[src/common/ifetch_params.svh]
`ifndef IFETCH_PARAMS_SVH
`define IFETCH_PARAMS_SVH

// address and instruction widths
`define IFETCH_ADDR_W 32
`define IFETCH_INSTR_W 32

// pc after reset and the step between sequential fetches
`define IFETCH_RESET_PC 32'h0000_0000
`define IFETCH_PC_STEP 32'd4

// direct-mapped geometry with one word per line
`define ICACHE_LINES 16
`define ICACHE_INDEX_W 4
`define ICACHE_TAG_W 12

// tag is addr[17:6], index is addr[5:2], byte offset addr[1:0]
`define ICACHE_INDEX_LSB 2
`define ICACHE_TAG_LSB 6

// hit and miss counter width
`define ICACHE_CNT_W 32

// queue depth doubles as the initial credit count
`define FQ_DEPTH 4
`define FQ_PTR_W 2

// wide enough to hold FQ_DEPTH itself
`define FQ_CNT_W 3

`endif

[src/common/ifetch_pkg.sv]
`include "ifetch_params.svh"

package ifetch_pkg;

    typedef logic [`IFETCH_ADDR_W-1:0]  addr_t;
    typedef logic [`IFETCH_INSTR_W-1:0] instr_t;
    typedef logic [`ICACHE_TAG_W-1:0]   tag_t;
    typedef logic [`ICACHE_INDEX_W-1:0] index_t;

    // queue occupancy, credits and flush counts
    typedef logic [`FQ_CNT_W-1:0] fq_count_t;

    typedef logic [`ICACHE_CNT_W-1:0] perf_count_t;

    typedef struct packed {
        addr_t addr;
    } fetch_req_t;

    // cache response, queue entry and decode output
    typedef struct packed {
        addr_t  pc;
        instr_t instr;
    } fetch_resp_t;

    // always word aligned
    typedef struct packed {
        addr_t addr;
    } mem_req_t;

    typedef enum logic [1:0] {
        IDLE,
        COMPARE,
        ALLOCATE,
        RESPOND
    } icache_state_t;

endpackage

[src/verilog/fetch_unit.sv]
`timescale 1ns/1ps
`include "ifetch_params.svh"

module fetch_unit (
    input  logic                    clk,
    input  logic                    rst,
    input  logic                    redirect_valid,
    input  ifetch_pkg::addr_t       redirect_pc,
    input  logic                    req_ready,
    input  logic                    resp_valid,
    input  ifetch_pkg::fetch_resp_t resp,
    input  logic                    credit_return,
    input  ifetch_pkg::fq_count_t   flush_count,
    output logic                    req_valid,
    output ifetch_pkg::fetch_req_t  req,
    output logic                    push,
    output ifetch_pkg::fetch_resp_t push_data
);

    ifetch_pkg::addr_t     pc;
    ifetch_pkg::fq_count_t credits;
    logic                  outstanding;
    logic                  stale;
    logic                  req_fire;
    logic                  drop;

    // a response from before a redirect, or landing with one, is thrown away
    assign drop      = resp_valid && (stale || redirect_valid);
    assign push      = resp_valid && !drop;
    assign push_data = resp;

    // one request in flight and only against a promised queue slot
    assign req_valid = !rst && !outstanding && (credits != '0) && !redirect_valid;
    assign req.addr  = pc;
    assign req_fire  = req_valid && req_ready;

    always_ff @(posedge clk)
    begin
        if (rst)
        begin
            pc <= `IFETCH_RESET_PC;
        end
        else if (redirect_valid)
        begin
            pc <= redirect_pc;
        end
        else if (push)
        begin
            pc <= pc + `IFETCH_PC_STEP;
        end
    end

    always_ff @(posedge clk)
    begin
        if (rst)
        begin
            outstanding <= 1'b0;
            stale       <= 1'b0;
        end
        else
        begin
            if (req_fire)
                outstanding <= 1'b1;
            else if (resp_valid)
                outstanding <= 1'b0;

            if (resp_valid)
                stale <= 1'b0;
            else if (redirect_valid && outstanding)
                stale <= 1'b1;
        end
    end

    // credits come back from pops, flushes and dropped responses
    always_ff @(posedge clk)
    begin
        if (rst)
        begin
            credits <= ifetch_pkg::fq_count_t'(`FQ_DEPTH);
        end
        else
        begin
            credits <= credits + ifetch_pkg::fq_count_t'(credit_return)
                       + ifetch_pkg::fq_count_t'(drop) + flush_count
                       - ifetch_pkg::fq_count_t'(req_fire);
        end
    end

endmodule

[src/icache/icache.sv]
`timescale 1ns/1ps
`include "ifetch_params.svh"

module icache (
    input  logic                    clk,
    input  logic                    rst,
    input  logic                    req_valid,
    input  ifetch_pkg::fetch_req_t  req,
    input  logic                    mem_req_ready,
    input  logic                    mem_resp_valid,
    input  ifetch_pkg::instr_t      mem_resp_data,
    output logic                    req_ready,
    output logic                    resp_valid,
    output ifetch_pkg::fetch_resp_t resp,
    output logic                    mem_req_valid,
    output ifetch_pkg::mem_req_t    mem_req,
    output ifetch_pkg::perf_count_t hit_count,
    output ifetch_pkg::perf_count_t miss_count
);

    ifetch_pkg::icache_state_t state;
    ifetch_pkg::icache_state_t state_next;
    ifetch_pkg::addr_t         req_addr;
    ifetch_pkg::tag_t          req_tag;
    ifetch_pkg::index_t        req_index;
    ifetch_pkg::tag_t          tag_mem  [`ICACHE_LINES];
    ifetch_pkg::instr_t        data_mem [`ICACHE_LINES];
    logic [`ICACHE_LINES-1:0]  line_valid;
    logic                      hit;
    logic                      mem_sent;
    logic                      fill;

    assign req_tag   = req_addr[`ICACHE_TAG_LSB +: `ICACHE_TAG_W];
    assign req_index = req_addr[`ICACHE_INDEX_LSB +: `ICACHE_INDEX_W];
    assign hit       = line_valid[req_index] && (tag_mem[req_index] == req_tag);

    // refill word arrives after the memory request was taken
    assign fill = (state == ifetch_pkg::ALLOCATE) && mem_sent && mem_resp_valid;

    always_comb
    begin
        state_next = state;
        case (state)
            ifetch_pkg::IDLE:
                if (req_valid)
                    state_next = ifetch_pkg::COMPARE;
            ifetch_pkg::COMPARE:
                state_next = hit ? ifetch_pkg::IDLE : ifetch_pkg::ALLOCATE;
            ifetch_pkg::ALLOCATE:
                if (fill)
                    state_next = ifetch_pkg::RESPOND;
            ifetch_pkg::RESPOND:
                state_next = ifetch_pkg::IDLE;
            default:
                state_next = ifetch_pkg::IDLE;
        endcase
    end

    always_ff @(posedge clk)
    begin
        if (rst)
            state <= ifetch_pkg::IDLE;
        else
            state <= state_next;
    end

    always_ff @(posedge clk)
    begin
        if (req_valid && req_ready)
            req_addr <= req.addr;
    end

    // cleared on every exit from ALLOCATE
    always_ff @(posedge clk)
    begin
        if (rst)
            mem_sent <= 1'b0;
        else if (state != ifetch_pkg::ALLOCATE)
            mem_sent <= 1'b0;
        else if (mem_req_valid && mem_req_ready)
            mem_sent <= 1'b1;
    end

    always_ff @(posedge clk)
    begin
        if (fill)
        begin
            tag_mem[req_index]  <= req_tag;
            data_mem[req_index] <= mem_resp_data;
        end
    end

    always_ff @(posedge clk)
    begin
        if (rst)
            line_valid <= '0;
        else if (fill)
            line_valid[req_index] <= 1'b1;
    end

    always_ff @(posedge clk)
    begin
        if (rst)
        begin
            hit_count  <= '0;
            miss_count <= '0;
        end
        else if (state == ifetch_pkg::COMPARE)
        begin
            if (hit)
                hit_count <= hit_count + 1'b1;
            else
                miss_count <= miss_count + 1'b1;
        end
    end

    assign req_ready  = (state == ifetch_pkg::IDLE);
    assign resp_valid = ((state == ifetch_pkg::COMPARE) && hit)
                        || (state == ifetch_pkg::RESPOND);
    assign resp.pc    = req_addr;
    assign resp.instr = data_mem[req_index];

    assign mem_req_valid = (state == ifetch_pkg::ALLOCATE) && !mem_sent;
    assign mem_req.addr  = {req_addr[`IFETCH_ADDR_W-1:`ICACHE_INDEX_LSB],
                            {`ICACHE_INDEX_LSB{1'b0}}};

endmodule

[src/verilog/fetch_queue.sv]
`timescale 1ns/1ps
`include "ifetch_params.svh"

module fetch_queue (
    input  logic                    clk,
    input  logic                    rst,
    input  logic                    push,
    input  ifetch_pkg::fetch_resp_t push_data,
    input  logic                    flush,
    input  logic                    dec_ready,
    output logic                    dec_valid,
    output ifetch_pkg::fetch_resp_t dec_data,
    output logic                    credit_return,
    output ifetch_pkg::fq_count_t   flush_count
);

    ifetch_pkg::fetch_resp_t entries [`FQ_DEPTH];
    logic [`FQ_PTR_W-1:0]    wr_ptr;
    logic [`FQ_PTR_W-1:0]    rd_ptr;
    ifetch_pkg::fq_count_t   count;
    logic                    pop;
    logic                    wr_en;

    assign dec_valid = (count != '0);
    assign dec_data  = entries[rd_ptr];
    assign pop       = dec_valid && dec_ready;
    assign wr_en     = push && !flush;

    assign credit_return = pop;

    // an entry popped in the flush cycle already returns through credit_return
    assign flush_count = flush ? (count - ifetch_pkg::fq_count_t'(pop)) : '0;

    always_ff @(posedge clk)
    begin
        if (wr_en)
            entries[wr_ptr] <= push_data;
    end

    always_ff @(posedge clk)
    begin
        if (rst)
        begin
            wr_ptr <= '0;
            rd_ptr <= '0;
            count  <= '0;
        end
        else if (flush)
        begin
            wr_ptr <= '0;
            rd_ptr <= '0;
            count  <= '0;
        end
        else
        begin
            if (wr_en)
                wr_ptr <= wr_ptr + 1'b1;
            if (pop)
                rd_ptr <= rd_ptr + 1'b1;
            count <= count + ifetch_pkg::fq_count_t'(wr_en)
                     - ifetch_pkg::fq_count_t'(pop);
        end
    end

endmodule

[src/verilog/ifetch_top.sv]
`timescale 1ns/1ps

module ifetch_top (
    input  logic                    clk,
    input  logic                    rst,
    input  logic                    redirect_valid,
    input  ifetch_pkg::addr_t       redirect_pc,
    output logic                    mem_req_valid,
    output ifetch_pkg::mem_req_t    mem_req,
    input  logic                    mem_req_ready,
    input  logic                    mem_resp_valid,
    input  ifetch_pkg::instr_t      mem_resp_data,
    output logic                    dec_valid,
    output ifetch_pkg::fetch_resp_t dec_data,
    input  logic                    dec_ready,
    output ifetch_pkg::perf_count_t hit_count,
    output ifetch_pkg::perf_count_t miss_count
);

    logic                    req_valid;
    logic                    req_ready;
    ifetch_pkg::fetch_req_t  req;
    logic                    resp_valid;
    ifetch_pkg::fetch_resp_t resp;
    logic                    push;
    ifetch_pkg::fetch_resp_t push_data;
    logic                    credit_return;
    ifetch_pkg::fq_count_t   flush_count;

    fetch_unit u_fetch_unit (
        .clk            (clk),
        .rst            (rst),
        .redirect_valid (redirect_valid),
        .redirect_pc    (redirect_pc),
        .req_ready      (req_ready),
        .resp_valid     (resp_valid),
        .resp           (resp),
        .credit_return  (credit_return),
        .flush_count    (flush_count),
        .req_valid      (req_valid),
        .req            (req),
        .push           (push),
        .push_data      (push_data)
    );

    icache u_icache (
        .clk            (clk),
        .rst            (rst),
        .req_valid      (req_valid),
        .req            (req),
        .mem_req_ready  (mem_req_ready),
        .mem_resp_valid (mem_resp_valid),
        .mem_resp_data  (mem_resp_data),
        .req_ready      (req_ready),
        .resp_valid     (resp_valid),
        .resp           (resp),
        .mem_req_valid  (mem_req_valid),
        .mem_req        (mem_req),
        .hit_count      (hit_count),
        .miss_count     (miss_count)
    );

    // a redirect also empties the queue
    fetch_queue u_fetch_queue (
        .clk            (clk),
        .rst            (rst),
        .push           (push),
        .push_data      (push_data),
        .flush          (redirect_valid),
        .dec_ready      (dec_ready),
        .dec_valid      (dec_valid),
        .dec_data       (dec_data),
        .credit_return  (credit_return),
        .flush_count    (flush_count)
    );

endmodule

[config.mk]
export PLATFORM = sky130hd
export DESIGN_NAME = ifetch_top
export DESIGN_NICKNAME = d
export VERILOG_FILES = /design/src/common/ifetch_pkg.sv /design/src/verilog/fetch_unit.sv /design/src/icache/icache.sv /design/src/verilog/fetch_queue.sv /design/src/verilog/ifetch_top.sv
export VERILOG_INCLUDE_DIRS = /design/src /design/src/common
export SDC_FILE = /design/constraint.sdc
export NUM_CORES = 1
export LEC_CHECK = 0
export BUFFER_PORTS_ARGS = -buffer_cell sky130_fd_sc_hd__buf_2
export CORE_UTILIZATION = 45
export CTS_CLUSTER_DIAMETER = 30
export DETAILED_ROUTE_END_ITERATION = 10
export GPL_TIMING_DRIVEN = 0
export SLEW_MARGIN = 20
export SYNTH_ARGS = -nofsm -noshare
export SYNTH_HDL_FRONTEND = slang
export SYNTH_HIERARCHICAL = 1
export SYNTH_SLANG_ARGS = --single-unit
[constraint.sdc]
create_clock -name clk -period 14.8 [get_ports clk]
set_clock_uncertainty 0.1 [all_clocks]
set_input_delay 0.74 -clock clk [delete_from_list [all_inputs] [get_ports clk]]
set_output_delay 0.74 -clock clk [all_outputs]
set_load 0.01 [all_outputs]
==> results of run 1 <==
[metrics by stage]
step           cell area [µm²]  std cells  setup slack, ps
2_1_floorplan            44770       2365             9348
3_3_place_gp             47520       3881             5205
3_5_place_dp             48870       3950             8908
4_1_cts                  55700       4308             8868
5_1_grt                  55720       4309             8533
6_report                 55720       4310             8919
[cell usage after synthesis, drive strengths merged (9+ instances only)]
cell      n
and3     17
mux2     11
buf     162
nand2    57
inv      43
o21ai    20
a211oi   19
edfxtp  992
nand2b   10
nor3     27
or3      16
dfxtp   133
or4      42
clkbuf   53
nand3    31
nand4    34
nor2b    16
nor4      9
and2     16
mux4    269
o31ai    40
xnor2    28
nor2    110
a21oi    72
mux2i    35
a31o     11
ha       13
xor2     15
[tightest hold or removal path: cells and delay by family]
family                 cells  cell delay, ps
buffers and inverters      1              80
AOI/OAI and AO/OA          1              50
and+or+nand+nor            1              70
[final cells by class]
cell class / instances / area, µm²
diodes: 1 / 2.502
plain buffers: 215 / 1431
clock buffers: 213 / 4925
clock inverters: 145 / 1908
fillers: 7361 / 42690
inverters: 43 / 161.4
multi-input cells: 982 / 10860
flip-flops and latches: 1125 / 32450
well taps: 1287 / 1610
repair buffers: 299 / 2380
[metal layers]
layer / vias to the layer above / share of wire / global-route usage / wire length [µm]
li1: 10580 / - / - / -
met1: 12700 / 0.42 / 0.2964 / 45430
met2: 890 / 0.49 / 0.3533 / 53630
met3: 174 / 0.066 / 0.04200 / 7162
met4: 6 / 0.022 / 0.06699 / 2380
met5: - / 0.00033 / 0 / 36
[where the power goes]
group          internal (mW)  switching, mW  total (mW)  leakage [nW]
registers               3.53         0.0481        3.58          10.0
logic                  0.335          0.386       0.721          5.48
clock network           3.01           1.56        4.57          3.23
total                   6.88           1.99        8.88          18.7
[final timing paths]
check,slack (ps),endpoint,from,cells after the start
min,120,u_fetch_unit/req[4],redirect_pc[4],3
max,8920,u_fetch_queue/count[2],register,21
min reg2reg,370,u_icache/line_valid[9],u_icache/line_valid[9],2
max reg2reg,8920,u_fetch_queue/count[2],register,21
[registers in the layout, summed over array words and instances (netlist names), 16 cells and up, named ones only]
| signal | cells |
|---|---|
| u_fetch_queue/entries | 256 |
| u_fetch_unit/req | 32 |
| u_icache/data_mem | 512 |
| u_icache/hit_count | 32 |
| u_icache/line_valid | 16 |
| u_icache/miss_count | 32 |
| u_icache/req_addr | 32 |
| u_icache/tag_mem | 192 |
[kinds of logic (layout without fill, tap and decap cells)]
family	count (synthesis)	after routing	share of synthesized area
AND/OR/NAND/NOR	407	407	0.04998
flip-flops	1125	1125	0.7250
XOR/XNOR	43	43	0.008414
AO/OA/AOI/OAI	199	199	0.03002
other	1	3	0.00008378
multiplexers	315	315	0.1463
buffers and inverters	258	915	0.03528
adder cells (fa/ha/maj)	16	16	0.004976
[cells in the final DEF (no fill, tap or decap), drive strengths merged, types with 9 or more instances in the layout]
cell type	netlist	final
a21oi	72	72
clkinvlp	0	31
nand4	34	34
o31ai	40	40
or4	42	42
nor4	9	9
nor2b	16	16
o21ai	20	20
nand2b	10	10
and3	17	17
nand3	31	31
buf	162	456
nor3	27	27
mux4	269	269
edfxtp	992	992
mux2	11	11
mux2i	35	35
a31o	11	11
ha	13	13
clkinv	0	63
xnor2	28	28
inv	43	60
dfxtp	133	133
or3	16	16
clkbuf	53	271
a211oi	19	19
nor2	110	110
bufinv	0	34
and2	16	16
xor2	15	15
nand2	57	57
==> Implementation_results.wiki, run 1 <==
{| class="wikitable"
! Metric !! Value
|-
| Die outline height || 317.4 µm
|-
| Setup repair after global routing missed its margin || false
|-
| Req. time, crit path || 15380 ps
|-
| Number of DRC markers after the initial detailed-route iteration || 2359
|-
| Worst slew margin relative to its limit || 0.2925
|-
| Hold slack final || 119.3 ps
|-
| Maximum number of pins on one net before global-route repair || 45
|-
| Static power due to leakage || 18.72 nW
|-
| Slew @ Worst Pin || 1061 ps
|-
| Register area share after synthesis || 0.7250
|-
| Count of state elements after synthesis || 1125
|-
| Final standard cell utilization of the core || 0.5662
|-
| Maximum buffer depth of the clock tree || 3
|-
| Initial core utilization || 0.4548
|-
| Nets || 2944
|-
| Per-instance average area after synthesis || 18.93 µm²
|-
| Slowest stage cell on the critical path || sky130_fd_sc_hd__nor2b_1
|-
| Leading register cell type out of synthesis || sky130_fd_sc_hd__edfxtp_1
|-
| Core area || 0.09842 mm²
|-
| Cts repair resizes || 0
|-
| Number of enable-type register cells in the synthesized netlist || 992
|-
| Post-layout min period || 5881 ps
|-
| Setup violations, final || 0
|-
| YS warnings || 6
|-
| Antenna violations before repair || 6
|-
| Overall die area || 0.1007 mm²
|-
| Cell occurring most often along the worst timing path || sky130_fd_sc_hd__buf_2
|-
| I/O pin total || 232
|-
| Clock transition at the registers of the reported paths || 50 ps
|-
| ANT nets after route || 0
|-
| Number of maximum-capacitance constraint violations || 0
|-
| WL final || 108.6 mm
|-
| Synth-to-Final Area Change || 24.49%
|-
| Final hold violation count || 0
|-
| Via density per instance || 5.650
|-
| Top Family by Delay on Critical Path || simple AND/OR/NAND/NOR gates
|-
| Max Clock Freq || 0.1701 GHz
|-
| Cell type with the largest total area after synthesis || sky130_fd_sc_hd__edfxtp_1
|-
| Number of buffers and inverters on the critical path || 6
|-
| Count of buffers from port buffering || 229
|-
| Total design power || 8.876 mW
|-
| Post-route fraction of the period consumed by the critical path || 0.3973
|-
| GRT overflow || 0
|-
| First-pass GRT wire length || 159.5 mm
|-
| Maximum vdd ir drop || 0.1093 mV
|-
| Gate count after technology mapping || 2364
|-
| Class of the worst hold path || in2reg
|-
| Power density of the placed cells || 159.3 mW/mm²
|-
| Clk sink count || 1125
|-
| FP Rows || 115
|-
| Number of hold buffers added after CTS || 0
|-
| RD Place Congestion || 0.8210
|-
| Netlist Area Pre-Place || 0.04476 mm²
|-
| Crit Path Class || reg2reg
|-
| Clock tree from TritonCTS || yes
|-
| Async S/R FF share, synth || 0
|-
| Final sum of negative setup slack || 0 ps
|-
| HPWL after DPL || 71.57 mm
|-
| Num CTS Buffers || 192
|-
| Critical Path Max Stage Delay || 430 ps
|-
| Post-route DRC violation count || 0
|-
| Drt first pass iters || 5
|-
| Synth unique cells || 79
|-
| Number of pins with negative max-slew slack in the final report || 0
|-
| Critical-path cell list || buf_2 > buf_4 > buf_2 > mux2i_1 > mux2i_1 > xor2_1 > a2111oi_4 > and4_1 > buf_2 > buf_4 > o21a_1 > nor2b_1 > and2_1 > nor2b_1 > xnor2_1 > ha_1 > inv_1 > fa_1 > xor2_1 > and2_1 > nor3_1
|-
| Number of global-route vias before repair || 24900
|-
| Die width || 317.4 µm
|-
| Crit start category || register
|-
| H-tree levels || 4
|-
| GRT Total Usage || 0.2170
|-
| Synth area leaders || sky130_fd_sc_hd__edfxtp_1, sky130_fd_sc_hd__mux4_2, sky130_fd_sc_hd__dfxtp_1, sky130_fd_sc_hd__buf_4, sky130_fd_sc_hd__nor2_1
|-
| Status || finished clean
|-
| Data arrival time of the critical path || 6470 ps
|-
| Maximum net fanout on the critical path || 10
|-
| Clock tree root driver cell || sky130_fd_sc_hd__clkbuf_16
|-
| Post-CTS setup buffers || 0
|-
| Share of cells above drive strength 1 || 0.3647
|-
| Wire per inst || 25.21 µm
|-
| Clk_lat worst skew || 780 ps
|-
| Critical path capture point type || register
|-
| Number of vias after detailed routing || 24350
|-
| Portion of synthesized cell area occupied by the leading cell type || 0.6655
|}
Power figures use the tool's default switching activity.
==> run 2: changes to the inputs <==
==> constraint.sdc (replaced) <==
create_clock -name clk -period 6.15 [get_ports clk]
set_clock_uncertainty 0.1 [all_clocks]
set_input_delay 0.3075 -clock clk [delete_from_list [all_inputs] [get_ports clk]]
set_output_delay 0.3075 -clock clk [all_outputs]
set_load 0.01 [all_outputs]
==> Implementation_results.wiki, run 2 (synthesis gave the netlist of run 1 again) <==
{| class="wikitable"
! Metric !! Value
|-
| Status || finished clean
|-
| Top reg by flops || u_icache/data_mem
|-
| Post-layout min period || 5827 ps (-53.72 ps)
|-
| Data arrival time of the critical path || 6410 ps (-60 ps)
|-
| Wire per inst || 24.91 µm (-1.2%)
|-
| Die outline height || 317.4 µm (unchanged)
|-
| Maximum number of pins on one net before global-route repair || 45 (unchanged)
|-
| H-tree levels || 4 (unchanged)
|-
| I/O pin total || 232 (unchanged)
|-
| FP Rows || 115 (unchanged)
|-
| HPWL after DPL || 71.57 mm (unchanged)
|-
| Share of cells above drive strength 1 || 0.3566 (-0.008047)
|-
| Number of buffers and inverters on the critical path || 6 (unchanged)
|-
| Top Family by Delay on Critical Path || simple AND/OR/NAND/NOR gates
|-
| Setup violations, final || 0 (unchanged)
|-
| Post-route fraction of the period consumed by the critical path || 0.9474 (+0.5501)
|-
| Req. time, crit path || 6740 ps (-8640 ps)
|-
| Diode count || 0 (-1)
|-
| Clock tree root driver cell || sky130_fd_sc_hd__clkbuf_16
|-
| WL final || 109.1 mm (+0.43%)
|-
| Clk_lat worst skew || 770 ps (about the same)
|-
| Synth-to-Final Area Change || 26.08%
|-
| Nets || 3015 (+2.4%)
|-
| GRT overflow || 0 (unchanged)
|-
| Via density per instance || 5.638 (-0.22%)
|-
| Number of DRC markers after the initial detailed-route iteration || 2369 (+0.42%)
|-
| Cell Count, Final, Fillers Out || 4380 (+1.6%)
|-
| Post-route DRC violation count || 0 (unchanged)
|-
| Number of pins with negative max-slew slack in the final report || 0 (unchanged)
|-
| Setup repair after global routing missed its margin || false
|-
| Number of global-route vias before repair || 25220 (+1.3%)
|-
| Most common library cell in the layout ignoring fill and taps || sky130_fd_sc_hd__edfxtp_1
|-
| Class of the worst hold path || in2reg
|-
| Num CTS Buffers || 192 (unchanged)
|-
| Initial core utilization || 0.4548 (unchanged)
|-
| ANT nets after route || 0 (unchanged)
|-
| Antenna violations before repair || 5 (-1)
|-
| Static power due to leakage || 19.01 nW (+1.6%)
|-
| Critical path capture point type || register
|-
| Power density of the placed cells || 379.4 mW/mm² (+140%)
|-
| Leading cell types in the layout, fill and taps excluded || sky130_fd_sc_hd__edfxtp_1, sky130_fd_sc_hd__mux4_2, sky130_fd_sc_hd__buf_2, sky130_fd_sc_hd__clkbuf_16, sky130_fd_sc_hd__dfxtp_1
|-
| Max Clock Freq || 0.1716 GHz (+0.92%)
|-
| Hold slack final || 67.71 ps (-51.63 ps)
|-
| Die width || 317.4 µm (unchanged)
|-
| RD Place Congestion || 0.8210 (unchanged)
|-
| Final hold violation count || 0 (unchanged)
|-
| Drt first pass iters || 6 (+1)
|-
| Number of maximum-capacitance constraint violations || 0 (unchanged)
|-
| Crit start category || register
|-
| Critical Path Max Stage Delay || 430 ps (about the same)
|-
| Largest register FFs || 512 (unchanged)
|-
| Filler cell count || 7308 (-0.72%)
|-
| Summed area of non-filler cells in the final layout || 0.05644 mm² (+1.3%)
|-
| Slew @ Worst Pin || 1054 ps (-6.923 ps)
|-
| Clock transition at the registers of the reported paths || 50 ps (about the same)
|-
| Core area || 0.09842 mm² (unchanged)
|-
| Slowest stage cell on the critical path || sky130_fd_sc_hd__buf_2
|-
| Post-Place Cells || 3950 (unchanged)
|-
| Placement Cell Area || 0.04887 mm² (unchanged)
|-
| Maximum buffer depth of the clock tree || 3 (unchanged)
|-
| Critical-path cell list || buf_2 > buf_4 > buf_2 > mux2i_1 > mux2i_1 > xor2_1 > a2111oi_4 > and4_1 > buf_2 > buf_4 > o21a_1 > nor2b_1 > and2_1 > nor2b_2 > xnor2_1 > ha_1 > inv_1 > fa_1 > xor2_1 > and2_1 > nor3_1
|-
| Clock tree from TritonCTS || yes
|-
| GRT Total Usage || 0.2183 (+0.001331)
|-
| Count of buffers from port buffering || 229 (unchanged)
|-
| Clk sink count || 1125 (unchanged)
|-
| First-pass GRT wire length || 160.7 mm (+0.80%)
|-
| Total design power || 21.41 mW (+140%)
|-
| Registers with the most flip-flops || u_icache/data_mem: 512 flops, u_fetch_queue/entries: 256 flops, u_icache/tag_mem: 192 flops
|-
| Number of vias after detailed routing || 24690 (+1.4%)
|-
| Maximum net fanout on the critical path || 10 (unchanged)
|-
| Worst slew margin relative to its limit || 0.2971 (+0.004616)
|-
| Overall die area || 0.1007 mm² (unchanged)
|-
| Crit Path Class || reg2reg
|-
| Cell occurring most often along the worst timing path || sky130_fd_sc_hd__buf_2
|-
| Maximum vdd ir drop || 0.2634 mV (+140%)
|}
-- run 2: changes by cell type in the layout (fill, tap and decap cells not counted), sizes merged --
cell / before / now
diode: 1 / 0
dlygate4sd3: 0 / 71
-- run 2: per-layer routing --
layer,part of all wire,track usage,vias up,routed length [µm]
met1,0.42,0.2978,12840,45460
met4,0.023,0.06862,6,2483
met2,0.50,0.3560,948,54080
met3,0.065,0.04135,185,7043
met5,0.00034,0,-,37
li1,-,-,10720,-
-- run 2: worst paths after layout --
| path | startpoint | endpoint | slack (ps) | cells after the start |
|---|---|---|---|---|
| min | redirect_valid | u_fetch_unit/credits[2] | 70 | 4 |
| max reg2reg | register | u_fetch_queue/count[2] | 320 | 21 |
| max | register | u_fetch_queue/count[2] | 320 | 21 |
| min reg2reg | u_fetch_unit/req[14] | u_icache/req_addr[14] | 370 | 0 |
-- run 2: through the flow --
stage                TNS, ps  setup slack [ps]    util
floorplan                  0             698.3       -
global placement    -1042220             -3219  0.4829
detailed placement         0             257.6  0.4965
CTS                        0             217.9  0.5732
global route               0             31.67  0.5734
finish                     0             323.2  0.5734
-- run 2: power breakdown --
part | switching [mW] | internal, mW | leakage (nW)
Clock | 3.76 | 7.25 | 3.23
Combinational | 0.941 | 0.836 | 5.78
Sequential | 0.116 | 8.51 | 10.0
-- run 2: what timing repair did --
item | 4_1_cts | 5_1_grt
resized for setup | 0 | 1
hold buffers | 71 | 0
endpoints found under the hold margin | 552 | 0
setup endpoints to repair | 0 | 57
setup buffers | 0 | 0
-- run 2: final cells by class --
| type | instances | area (µm²) | share of cell area |
|---|---|---|---|
| inverter | 43 | 161.4 | 0.002860 |
| clock buffer | 213 | 4925 | 0.08726 |
| timing repair buffer | 370 | 3090 | 0.05476 |
| sequential | 1125 | 32450 | 0.5750 |
| buffer | 215 | 1431 | 0.02536 |
| tap | 1287 | 1610 | 0.02853 |
| multi-input combinational | 982 | 10860 | 0.1924 |
| clock inverter | 145 | 1908 | 0.03381 |
-- run 2: tightest hold or removal path, delay by kind of cell --
family | cells | cell delay [ps]
simple gates | 2 | 250
buf+inv | 1 | 200
xor+xnor | 1 | 120
